===== src/hdl/dbg_pkg.sv =====
`default_nettype none

package dbg_pkg;

  // ****************************************
  // sizes
  // ****************************************
  localparam int PORT_NUM     = 3;
  localparam int PORT_W       = 32;
  localparam int SAMPLE_DEPTH = 256;
  localparam int ADDR_W       = 8;
  localparam int PORT_IDX_W   = 2;

  typedef logic [PORT_IDX_W-1:0] port_idx_t;

  // ****************************************
  // frame words
  // ****************************************
  // low byte of the data header carries the port index
  localparam logic [31:0] HEAD_DATA   = 32'hff00_0000;
  localparam logic [31:0] STATUS_HEAD = 32'h0000_0000;
  localparam logic [31:0] STATUS_END  = 32'hffff_ffff;

  typedef enum logic [7:0] {
    OP_ARM  = 8'h01,
    OP_READ = 8'h02
  } cmd_op_e;

  typedef enum logic {DEC_CMD, DEC_ARG} dec_state_e;

  typedef enum logic [1:0] {CAP_IDLE, CAP_FILL, CAP_READ} cap_state_e;

  typedef enum logic [1:0] {TX_IDLE, TX_STATUS_END, TX_PORTDATA} tx_state_e;

endpackage

`default_nettype wire


===== src/hdl/tx_framer.sv =====
`timescale 1ns/1ps
`default_nettype none

module tx_framer (
  input  logic                         i_txclk,
  input  logic                         i_rstn,
  input  logic [dbg_pkg::PORT_NUM-1:0] i_done,
  input  logic                         i_start,
  input  dbg_pkg::port_idx_t           i_port_idx,
  input  logic [dbg_pkg::PORT_W-1:0]   i_data,
  input  logic                         i_valid,
  input  logic                         i_last,
  output logic                         o_idle,
  output logic [31:0]                  o_tx_data,
  output logic                         o_tx_valid,
  output logic                         o_tx_last
);

  dbg_pkg::tx_state_e           state;
  logic [dbg_pkg::PORT_NUM-1:0] done_seen;
  logic                         all_done;

  assign all_done = &done_seen;

  // not idle when a status frame is due next cycle, so start never collides
  assign o_idle = (state == dbg_pkg::TX_IDLE) && !(&(done_seen | i_done));

  // done bits since the last status frame
  always_ff @(posedge i_txclk or negedge i_rstn) begin
    if (!i_rstn) begin
      done_seen <= '0;
    end else if (state == dbg_pkg::TX_IDLE && all_done) begin
      done_seen <= i_done;
    end else begin
      done_seen <= done_seen | i_done;
    end
  end

  // ****************************************
  // frame FSM
  // ****************************************
  always_ff @(posedge i_txclk or negedge i_rstn) begin
    if (!i_rstn) begin
      state      <= dbg_pkg::TX_IDLE;
      o_tx_data  <= '0;
      o_tx_valid <= 1'b0;
      o_tx_last  <= 1'b0;
    end else begin
      case (state)
        dbg_pkg::TX_IDLE: begin
          if (all_done) begin
            o_tx_data  <= dbg_pkg::STATUS_HEAD;
            o_tx_valid <= 1'b1;
            o_tx_last  <= 1'b0;
            state      <= dbg_pkg::TX_STATUS_END;
          end else if (i_start) begin
            o_tx_data  <= dbg_pkg::HEAD_DATA | 32'(i_port_idx);
            o_tx_valid <= 1'b1;
            o_tx_last  <= 1'b0;
            state      <= dbg_pkg::TX_PORTDATA;
          end else begin
            o_tx_valid <= 1'b0;
            o_tx_last  <= 1'b0;
          end
        end
        dbg_pkg::TX_STATUS_END: begin
          o_tx_data  <= dbg_pkg::STATUS_END;
          o_tx_valid <= 1'b1;
          o_tx_last  <= 1'b1;
          state      <= dbg_pkg::TX_IDLE;
        end
        dbg_pkg::TX_PORTDATA: begin
          // gaps before the first port word pass through as invalid cycles
          o_tx_data  <= i_data;
          o_tx_valid <= i_valid;
          o_tx_last  <= i_valid && i_last;
          if (i_valid && i_last) begin
            state <= dbg_pkg::TX_IDLE;
          end
        end
        default: begin
          state <= dbg_pkg::TX_IDLE;
        end
      endcase
    end
  end

endmodule

`default_nettype wire

===== config.mk =====
export PLATFORM = sky130hd
export DESIGN_NAME = tx_framer
export DESIGN_NICKNAME = d
export VERILOG_FILES = /design/src/hdl/dbg_pkg.sv /design/src/hdl/tx_framer.sv
export SDC_FILE = /design/constraint.sdc
export NUM_CORES = 1
export LEC_CHECK = 0
export ABC_AREA = 1
export ABC_CLOCK_PERIOD_IN_PS = 1420
export BUFFER_PORTS_ARGS = -buffer_cell sky130_fd_sc_hd__buf_2
export CORE_MARGIN = 5
export CORE_UTILIZATION = 44
export CTS_CLUSTER_SIZE = 40
export DETAILED_ROUTE_END_ITERATION = 10
export PLACE_DENSITY_LB_ADDON = 0.08
export SLEW_MARGIN = 5
export SYNTH_ARGS = -nofsm -noshare
export SYNTH_HDL_FRONTEND = slang
export SYNTH_SLANG_ARGS = --single-unit

===== constraint.sdc =====
create_clock -name i_txclk -period 1.42 [get_ports i_txclk]
set_input_delay 0.284 -clock i_txclk [delete_from_list [all_inputs] [get_ports i_txclk]]
set_output_delay 0.284 -clock i_txclk [all_outputs]
set_load 0.01 [all_outputs]

==> reports/results.tsv <==
stage	metric	value	unit
routing	wl_met2	2630	um
floorplan	start_util	0.453	
routing	wl_per_cell	14.7	um
placed_design	portBuffers	76	
clocking	cts_tree	built	
clocking	cts-htree-levels	2	
sta	finClkSkew	0.00277	ns
placed_design	gp_congestion	0.781	
routing	via_count	1832	
power	sequentialPowerShare	0.250	
critical_path	crit_buf_inv	3	
clocking	clk_root_buffer_cell	clkbuf_8	
critical_path	cp_data_required_time	1.14	ns
run_status	status	finished, violations left	
critical_path	cp_top_family	flip-flops	
cells_and_area	area_growth	46.1	%
yosys	synth.net_count	270	
yosys	yosys_most_used_dff	dfrtp_1	
sta	period_minus_slack	1.45	ns
power	p_sw_frac	0.430	
critical_path	crit_fanout	3	
yosys	synthCells	224	
routing	viasPerCell	4.94	
floorplan	coreArea	4320	sq um
sta	slew_violations	0	
hold_path	hold_path_class	input pin to flop	
sta	hold_ws	0.206	ns
yosys	yosysMostFrequentCell	nand2_1	
power	p_sw	2960	uW
sta	final-setup-viol-count	13	
critical_path	crit_path_start	state[0]$_DFFE_PN0P_	
run	max_cap_violations	0	
floorplan	die_area	5890	sq um
sta	hold_viol	0	
cells_and_area	post-route-util	0.662	
yosys	synth_common_cells	72 x nand2_1, 39 x dfrtp_1, 31 x a21oi_1	
grt	grtUsageTotal	0.177	
sta	setup_slack	-0.0310	ns
routing	wl	5450	um
routing	remaining_drc_errors	0	
critical_path	critPathArrivalTime	1.17	ns
floorplan	die_y	76.8	um
yosys	yosysSeqAreaShare	0.498	
clocking	clk_latency	0.29	ns
routing	first_pass_iters	5	
cells_and_area	diodes	0	
clocking	clockBufferDepth	2	
routing	top_layer_used	met4	
critical_path	worstSetupStartpointType	flop	
yosys	synthTopCellsByArea	dfrtp_1 50%, nand2_1 14%, o21ai_2 8.9%	
yosys	yosys_register_bits	39	
placed_design	dp_hpwl	3540	um
cells_and_area	layout-drive-gt1-share	0.520	
power	power_density	2400	nW/um^2
critical_path	r2r-start	state[0]$_DFFE_PN0P_	
critical_path	worst_path_largest_cell_delay	0.41	ns
power	p_int	3920	uW
routing	wl_met1	2410	um
routing	ant_nets	0	
yosys	synthArstFlopShare	1.00	
sta	max_freq	689	MHz
critical_path	critPathSlowestCell	dfrtp_1	
yosys	synth.avg_cell_area	8.75	sq um
routing	first_iter_violations	72	
grt	grt_pass1_vias	1825	
yosys	synth_area	1960	sq um
cells_and_area	fin_nets	364	
clocking	clk_pin_slew	0.08	ns
sta	rsz0062_at_grt	true	
sta	slew_headroom	0.715	
power	power_frac_clock	0.140	
yosys	synth_cell_types	20	
clocking	cts_sinks	39	
critical_path	crit_type	flop to output pin	
clocking	cts_made_buffers	5	
power	power_leakage	0.00150	uW
floorplan	ioPinCount	77	
hold_path	min_from	i_done[0]	
grt	overflow	0	
grt	antenna_found_initial	0	
sta	min_period_over_period	1.02	
yosys	synth_edf_count	0	
yosys	yosysTopAreaCell	dfrtp_1	
power	p_comb_frac	0.611	
floorplan	die_w	76.8	um
yosys	synth_top_area_frac	0.498	
routing	met3WireLength	362	um
critical_path	cp_cell_sequence	inv_2, ha_4, o21ai_2, inv_1, buf_2	
floorplan	rows	24	
grt	grt_max_degree	24	
yosys	yosysWarnings	0	
critical_path	critPathCaptureType	output pin	
sta	tightest_slew	0.427	ns
grt	grt_pass1_wl	8620	um
power	peakVddDrop	1.06	mV
run_status	violations	setup timing	
per-layer routing:
layer	GRT usage	vias to the layer above
li1	-	912
met1	0.226	861
met2	0.283	54
met3	0.0585	5
met4	0.0524	0
met5	0	-
state kept, by name (all words and copies together), names as in the netlist:
| signal | flops |
|---|---|
| done_seen | 3 |
| o_tx_data | 32 |
| o_tx_last | 1 |
| o_tx_valid | 1 |
| state | 2 |
worst register-to-register path, cell delays in order (launching register included):
cell and delay [ns]:
dfrtp_1 0.39, inv_2 0.08, ha_4 0.18, buf_4 0.15
nand3_4 0.12, nand2_8 0.12, clkbuf_16 0.18, nand2_1 0.06
o21ai_2 0.05
cell families (layout without fill, tap and decap cells):
logic type	Yosys count	count (layout)	share of synthesized area
compound gates	70	70	0.218
simple gates	83	83	0.180
flops	39	39	0.498
fa+ha+maj	4	4	0.0255
buf+inv	28	123	0.0785
final cells by class:
class	count	area, sq um
fillers	356	1460
flip-flops and latches	39	976
multi-input cells	157	960
repair buffers	101	691
clock buffers	6	82.6
well taps	52	65.1
inverters	14	55.1
clock inverters	2	35.0
power by group through the flow:
stage          combinational, uW  clock (uW)  sequential (uW)
2_1_floorplan               2180           0             1850
3_3_place_gp                3310           0             1730
3_5_place_dp                3360           0             1730
4_1_cts                     3540         991             1700
5_1_grt                     4620        1030             1760
6_report                    4200         962             1720
path summary, 6_finish.rpt:
| check | to | slack [ns] | cells after the start |
|---|---|---|---|
| max in group asynchronous | o_tx_valid$_DFFE_PN0P_ | 0.49 | 3 |
| worst max-delay path | o_idle | -0.03 | 5 |
| worst max register to register | o_tx_data[9]$_DFFE_PN0P_ | -0.01 | 8 |
| worst min register to register | o_tx_data[25]$_DFFE_PN0P_ | 0.48 | 2 |
| worst min-delay path | done_seen[0]$_DFF_PN0_ | 0.21 | 3 |
| min in group asynchronous | o_tx_data[8]$_DFFE_PN0P_ | 0.47 | 2 |
stage by stage:
| stage | cells | cell area (sq um) | setup WS, ns | power, uW | setup TNS [ns] |
|---|---|---|---|---|---|
| global route | 371 | 2860 | -0.107 | 7420 | -1.56 |
| global placement | 354 | 2460 | -0.0418 | 5040 | -0.0549 |
| detailed placement | 354 | 2460 | -0.0628 | 5090 | -0.851 |
| floorplan | 224 | 1960 | 0.0661 | 4030 | 0 |
| finish | 371 | 2860 | -0.0310 | 6880 | -0.0816 |
| CTS | 367 | 2640 | -0.0220 | 6220 | -0.0220 |
what timing repair did:
action,CTS,global route
hold endpoints to repair,16,0
cloned,0,4
hold buffers,1,0
gates resized for setup,8,44
buffers inserted,4,0
endpoints found under the setup margin,34,36
pin swaps,1,4
cell usage in the layout (no fill, tap or decap), drive strengths merged:
cell / Yosys / final
nor3: 1 / 1
nand3: 4 / 4
dlygate4sd3: 0 / 1
o21bai: 1 / 1
inv: 14 / 14
clkbuf: 2 / 9
buf: 12 / 97
dfrtp: 39 / 39
nand2: 74 / 74
a21oi: 31 / 31
clkinv: 0 / 1
ha: 4 / 4
o21ai: 38 / 38
bufinv: 0 / 1
nor2: 4 / 4
No activity file was read; power rests on OpenSTA's default activity.
