==> src/hdl/dbg_pkg.sv <==
`default_nettype none

package dbg_pkg;

  // ****************************************
  // sizes
  // ****************************************
  localparam int PORT_NUM     = 3;
  localparam int PORT_W       = 32;
  localparam int SAMPLE_DEPTH = 256;
  localparam int ADDR_W       = 8;
  localparam int PORT_IDX_W   = 2;

  typedef logic [PORT_IDX_W-1:0] port_idx_t;

  // ****************************************
  // frame words
  // ****************************************
  // low byte of the data header carries the port index
  localparam logic [31:0] HEAD_DATA   = 32'hff00_0000;
  localparam logic [31:0] STATUS_HEAD = 32'h0000_0000;
  localparam logic [31:0] STATUS_END  = 32'hffff_ffff;

  typedef enum logic [7:0] {
    OP_ARM  = 8'h01,
    OP_READ = 8'h02
  } cmd_op_e;

  typedef enum logic {DEC_CMD, DEC_ARG} dec_state_e;

  typedef enum logic [1:0] {CAP_IDLE, CAP_FILL, CAP_READ} cap_state_e;

  typedef enum logic [1:0] {TX_IDLE, TX_STATUS_END, TX_PORTDATA} tx_state_e;

endpackage

`default_nettype wire

==> src/hdl/cmd_decoder.sv <==
`timescale 1ns/1ps
`default_nettype none

module cmd_decoder (
  input  logic                        i_txclk,
  input  logic                        i_rstn,
  input  logic [31:0]                 i_rx_data,
  input  logic                        i_rx_valid,
  input  logic                        i_rx_last,
  output logic                        o_arm,
  output logic                        o_read_req,
  output logic [dbg_pkg::PORT_NUM-1:0] o_read_mask,
  output logic [dbg_pkg::ADDR_W-1:0]   o_rd_addr,
  output logic [dbg_pkg::ADDR_W-1:0]   o_rd_count
);

  dbg_pkg::dec_state_e state;
  dbg_pkg::cmd_op_e    opcode;

  // opcode sits in the top byte of a command word
  assign opcode = dbg_pkg::cmd_op_e'(i_rx_data[31:24]);

  // ****************************************
  // command FSM
  // ****************************************
  always_ff @(posedge i_txclk or negedge i_rstn) begin
    if (!i_rstn) begin
      state      <= dbg_pkg::DEC_CMD;
      o_arm      <= 1'b0;
      o_read_req <= 1'b0;
    end else begin
      o_arm      <= 1'b0;
      o_read_req <= 1'b0;
      if (i_rx_valid) begin
        case (state)
          dbg_pkg::DEC_CMD: begin
            if (opcode == dbg_pkg::OP_ARM) begin
              o_arm <= 1'b1;
            end else if (opcode == dbg_pkg::OP_READ && !i_rx_last) begin
              // a READ ended by last here never gets its argument
              state <= dbg_pkg::DEC_ARG;
            end
          end
          dbg_pkg::DEC_ARG: begin
            o_read_req <= 1'b1;
            state      <= dbg_pkg::DEC_CMD;
          end
          default: begin
            state <= dbg_pkg::DEC_CMD;
          end
        endcase
      end
    end
  end

  // read arguments, held until the next READ
  always_ff @(posedge i_txclk) begin
    if (i_rx_valid && state == dbg_pkg::DEC_CMD && opcode == dbg_pkg::OP_READ) begin
      o_read_mask <= i_rx_data[dbg_pkg::PORT_NUM-1:0];
    end
    if (i_rx_valid && state == dbg_pkg::DEC_ARG) begin
      o_rd_addr  <= i_rx_data[23:16];
      o_rd_count <= i_rx_data[7:0];
    end
  end

endmodule

`default_nettype wire

==> config.mk <==
export PLATFORM = sky130hd
export DESIGN_NAME = cmd_decoder
export DESIGN_NICKNAME = d
export VERILOG_FILES = /design/src/hdl/dbg_pkg.sv /design/src/hdl/cmd_decoder.sv
export SDC_FILE = /design/constraint.sdc
export NUM_CORES = 1
export LEC_CHECK = 0
export ABC_AREA = 1
export BUFFER_PORTS_ARGS = -buffer_cell sky130_fd_sc_hd__buf_2
export CORE_MARGIN = 2
export CORE_UTILIZATION = 37
export CTS_BUF_LIST = sky130_fd_sc_hd__clkbuf_16
export CTS_CLUSTER_SIZE = 12
export DETAILED_ROUTE_END_ITERATION = 10
export GPL_ROUTABILITY_DRIVEN = 0
export PLACE_DENSITY = 0.73
export SYNTH_ARGS = -nofsm -noshare
export SYNTH_HDL_FRONTEND = slang
export SYNTH_SLANG_ARGS = --single-unit
==> constraint.sdc <==
create_clock -name i_txclk -period 1.6 [get_ports i_txclk]
set_input_delay 0.16 -clock i_txclk [delete_from_list [all_inputs] [get_ports i_txclk]]
set_output_delay 0.16 -clock i_txclk [all_outputs]
set_load 0.005 [all_outputs]
==> results of run 1 <==
==> stage by stage <==
| step | std cells | hold slack [ns] |
|---|---|---|
| 2_1_floorplan | 43 | -0.136 |
| 3_3_place_gp | 119 | -0.0442 |
| 3_5_place_dp | 119 | -0.0426 |
| 4_1_cts | 124 | 0.0804 |
| 5_1_grt | 124 | 0.0777 |
| 6_report | 124 | 0.0858 |
==> cells in the final DEF (no fill, tap or decap) <==
cell type and count:
dlygate4sd3_1 1, nor2_1 6, buf_4 1, nand3_1 1, edfxtp_1 19, clkbuf_16 3
nor2_2 3, nand2_2 1, nand2_1 5, buf_2 48, dfrtp_1 3, nor3b_1 1
inv_1 5
==> worst max-delay path: cells and delay by family (launching register included) <==
| kind | cells | cell delay [ns] |
|---|---|---|
| simple gates | 3 | 0.39 |
| flops | 1 | 0.40 |
==> sequential cells by signal, indices dropped and copies added, names as in the netlist <==
name         cells
o_rd_addr        8
o_rd_count       8
o_read_mask      3
o_arm            1
o_read_req       1
state            1
==> per-layer routing <==
metal	wire length, µm	global-route usage	vias to the layer above
met5	0	0	-
met4	11	0.0571	0
met3	170	0.0556	2
met2	623	0.212	37
met1	435	0.107	236
li1	-	-	255
==> repair_timing <==
action / in CTS / in global routing
hold endpoints to repair: 3 / 0
gates resized for setup: 0 / 0
setup buffers: 0 / 0
endpoints found under the setup margin: 0 / 0
hold buffers: 1 / 0
==> final cells by class <==
class,instances,area (µm²)
Fill cell,173,812
Sequential cell,22,646
Timing Repair Buffer,50,258
Multi-Input combinational cell,17,78.8
Clock buffer,3,75.1
Tap cell,27,33.8
Inverter,4,15.0
Clock inverter,1,3.75
==> final timing paths <==
check | from | endpoint
max reg2reg | state | o_read_mask[0]
min in group asynchronous | i_rstn | state
min reg2reg | state | state
max in group asynchronous | i_rstn | o_read_req
min | i_rx_data[21] | o_rd_addr[5]
max | state | o_read_mask[0]
==> report_power, final <==
part | leakage (µW) | internal [µW] | total (µW) | switching (µW)
Sequential | 0.000213 | 624 | 625 | 0.158
Combinational | 0.000255 | 28.8 | 47.1 | 18.3
Clock | 0.0000423 | 332 | 498 | 167
Total | 0.000510 | 985 | 1170 | 185
==> kinds of logic after synthesis <==
group,share of synthesized area
DFF,0.873
and+or+nand+nor,0.107
buffers and inverters,0.0203
==> reports/metrics.yaml, run 1 <==
status: "complete, no violations"
finalCritPeriodShare: 0.692
core_area_um2: 1920
grt_overflow: 0
syn-num-nets: 79
synth_flop_cell: "edfxtp_1"
cellLeakagePower_uw: 0.000510
power.density_nw_per_um2: 1050
ant_nets: 0
async_flop_share: 0.136
critPathMaxFanout: 4
critical_path.max_stage_delay_ns: 0.40
ioPinCount: 57
pre_cts_ws_ns: 0.487
synthTopCellsByCount: "edfxtp_1 (19), nor2_1 (6), nand2_1 (5)"
track_usage: 0.117
grt_pass1_wl_um: 2010
grt_pass1_vias: 483
synth_most_common_cell: "edfxtp_1"
peakVddDrop_uv: 445
r2r_slack_ns: 0.49
slew_viol_final: 0
hold_viol_final: 0
synthToLayoutAreaGrowth_pct: 50.1
die_h_um: 48.7
ctsRootBufferMaster: "clkbuf_16"
netlist_area_um2: 739
cts_made_buffers: 3
cp.arrival_ns: 1.05
synth_top_cell_by_area: "edfxtp_1"
setup_viol: 0
hold_depth: 1
layout_min_cycle_time_ns: 1.11
crit_path_start_kind: "register"
clockBufferDepth: 2
rows: 16
antenna_found_initial: 0
reg2regPathDepth: 3
drive_above_1_share: 0.577
slowest_stage: "dfrtp_1"
drc: 0
placed_area_um2: 1020
hpwlAfterDp_um: 1010
tightest_slew_ns: 0.205
max_freq_ghz: 0.903
fin_area_um2: 1110
drv_cap: 0
wl_per_cell_um: 10.0
cts_tree: "built"
layout_setup_ws_ns: 0.492
synth_area_leaders: "edfxtp_1 (77%), dfrtp_1 (10%), nor2_1 (3.0%), nand2_1 (2.5%), nor2_2 (2.5%)"
synth_cell_types: 9
synth_cells: 43
tns_ns: 0
endpoint_kind: "register"
total_power_uw: 1170
fin_nets: 134
cp_cell_sequence: "nor2_2 > nand3_1 > nor2_2"
diodes: 0
seq_area_frac_synth: 0.873
drt_first_pass_iters: 4
worst_clock_skew_ns: 0.00370
die_area_um2: 2370
vias: 530
ys_warn_count: 0
syn_avg_cell_area_um2: 17.2
cp_common_cell: "nor2_2"
path_class: "register to register"
clock_latency_ns: 0.25
drtIter0Drc: 8
synth-edff-count: 19
grt_max_degree: 18
htreeDepth: 1
cp.required_ns: 1.54
yosys_register_bits: 22
routed_via_density: 4.27
dieWidth_um: 48.7
rsz0062_at_grt: "no"
clkSinkCount: 22
start_util: 0.385
synth.top_cell.area_share: 0.772
final_core_util: 0.577
drt-total-wl_um: 1240
hp-class: "input pin to register"
path_clk_slew_ns: 0.05
relSlewSlack: 0.863
portBuffers: 48
Power figures use the tool's default switching activity.
==> run 2, diff against run 1 <==
- CORE_UTILIZATION: 37 -> 34
- PLACE_DENSITY: 0.73 -> 0.7
- clock period: 1.6 -> 1 ns (I/O delays scaled with it)
==> run 2 against run 1 <==
  * Die area increased by 8.1%
  * Worst setup slack worse by 0.53 ns
  * Sequential power rose by 60%
  * Clock skew shrank 0.0012 ns
  * Cell area grew 2.8%
  * Highest routed layer unchanged
  * The flow now finishes with violations (negative setup slack)
  * Maximum frequency up 6.9%
  * Via count shrank 2.8%
  * Clock power rose by 61%
  * Global-route usage grew 0.72 points
  * Sequential cell count unchanged
==> reports/metrics.yaml, run 2 (same netlist as run 1, synthesis figures left out) <==
drt-total-wl_um: 1350  # +9.2%
rr_startpoint: "state"
fin_hold_ws_ns: 0.0252  # -0.0606 ns
drive_above_1_share: 0.612  # +0.0349
ioPinCount: 57  # unchanged
cts_tree: "built"
cp.arrival_ns: 0.99  # -0.06 ns
power.density_nw_per_um2: 1650  # +56%
cts_made_buffers: 3  # unchanged
hp-class: "input pin to register"
violations: "negative setup slack"
portBuffers: 48  # unchanged
vias: 515  # -2.8%
tightest_slew_ns: 0.174  # -0.0312 ns
placed_area_um2: 1030  # +1.3%
relSlewSlack: 0.884  # +0.0205
crit_path_end: "o_read_mask[1]"
r2r_slack_ns: -0.04  # -0.53 ns
fin_area_um2: 1140  # +2.8%
finalNonFillerCells: 125  # +0.81%
ant_nets: 0  # unchanged
grt_pass1_wl_um: 2210  # +10%
diodes: 0  # unchanged
nFillCells: 179  # +3.5%
dp.cells: 120  # +0.84%
hold_viol_final: 0  # unchanged
slew_viol_final: 0  # unchanged
layout_commonest_cell: "buf_2"
layout_setup_ws_ns: -0.0366  # -0.529 ns
ctsRootBufferMaster: "clkbuf_16"
rows: 16  # unchanged
layout_common_cells: "buf_2 (48), edfxtp_1 (19), nor2_1 (6)"
grt_max_degree: 13  # -5
path_class: "register to register"
status: "finished with violations"
crit_path_start: "state"
layout_min_cycle_time_ns: 1.04  # -0.0711 ns
worst_clock_skew_ns: 0.00250  # -0.00120 ns
crit_path_start_kind: "register"
post_cts_buffers: 0  # unchanged
rsz0062_at_grt: "yes"
fin_nets: 135  # +0.75%
peakVddDrop_uv: 1090  # +140%
endpoint_kind: "register"
drc: 0  # unchanged
path_clk_slew_ns: 0.05  # about the same
cellLeakagePower_uw: 0.000503  # -1.3%
clkSinkCount: 22  # unchanged
biggestRegsByFlops: "o_rd_addr: 8 flops, o_rd_count: 8 flops, o_read_mask: 3 flops"
cp.required_ns: 0.95  # -0.59 ns
max_freq_ghz: 0.965  # +6.9%
drt_first_pass_iters: 4  # unchanged
antenna_found_initial: 0  # unchanged
clock_latency_ns: 0.25  # about the same
grt_pass1_vias: 508  # +5.2%
total_power_uw: 1880  # +61%
start_util: 0.369  # -0.0154
synthToLayoutAreaGrowth_pct: 54.3
dieWidth_um: 50.6  # +4.0%
htreeDepth: 1  # unchanged
die_area_um2: 2560  # +8.1%
drv_cap: 0  # unchanged
finalCritPeriodShare: 1.04  # +0.344
hpwlAfterDp_um: 1120  # +11%
grt_overflow: 0  # unchanged
core_area_um2: 2000  # +4.2%
routed_via_density: 4.12  # -3.6%
wl_per_cell_um: 10.8  # +8.3%
critPathMaxFanout: 4  # unchanged
clockBufferDepth: 2  # unchanged
reg2regPathDepth: 3  # unchanged
setup_viol: 3  # +3
r2r-end: "o_read_mask[1]"
track_usage: 0.124  # +0.00718
die_h_um: 50.6  # +4.0%
drtIter0Drc: 10  # +2
-- run 2: cell count changes in the layout (fill, tap and decap cells not counted), sizes merged --
cell / delta
clkinvlp: +1
inv: -2
buf: +1
clkinv: +1
-- run 2: stage by stage --
stage / setup TNS [ns] / worst slack [ns] / utilization
2_1_floorplan: -0.553 / -0.0308 / -
3_3_place_gp: -0.192 / -0.0640 / 0.517
3_5_place_dp: -0.337 / -0.0994 / 0.517
4_1_cts: -0.195 / -0.0649 / 0.568
5_1_grt: -0.667 / -0.0989 / 0.570
6_report: -0.110 / -0.0366 / 0.570
-- run 2: power breakdown --
part | total (µW) | switching [µW] | internal [µW]
sequential | 999 | 0.259 | 999
combinational | 78.7 | 31.5 | 47.2
clock | 803 | 272 | 531
-- run 2: layer usage --
metal / GRT usage / wire length (µm) / vias up
li1: - / - / 258
met3: 0.0387 / 136 / 2
met5: 0 / 0 / -
met1: 0.116 / 444 / 232
met4: 0.0946 / 29 / 0
met2: 0.221 / 742 / 23
-- run 2: timing repair --
item / 4_1_cts / 5_1_grt
endpoints found under the setup margin: 14 / 20
pin swaps: 2 / 2
gates cloned: 0 / 0
hold buffers: 1 / 0
gates resized for setup: 3 / 1
hold endpoints to repair: 3 / 0
-- run 2: worst min-delay path by stage --
stage | slack, ns | from | end | cells after the start
6_report | 0.03 | i_rx_data[5] | o_rd_count[5] | 1
5_1_grt | 0.02 | i_rx_data[17] | o_rd_addr[1] | 1
4_1_cts | 0.02 | i_rx_data[19] | o_rd_addr[3] | 1
3_5_place_dp | -0.1 | i_rstn | o_read_req | 1
3_3_place_gp | -0.10 | i_rstn | o_read_req | 1
2_1_floorplan | -0.20 | i_rstn | o_arm | 0
-- run 2: cell type report --
cell class | instances | area [µm²] | share of cell area
Sequential cell | 22 | 646 | 0.566
Timing Repair Buffer | 51 | 273 | 0.239
Multi-Input combinational cell | 17 | 91.3 | 0.0800
Clock inverter | 1 | 3.75 | 0.00329
Inverter | 4 | 18.8 | 0.0164
Tap cell | 27 | 33.8 | 0.0296
Clock buffer | 3 | 75.1 | 0.0658
-- run 2: critical path, cell delays in order, from the launching register on --
cell,delay [ns]
dfrtp_1,0.41
nor2_2,0.11
nand3_2,0.09
nor2_4,0.13
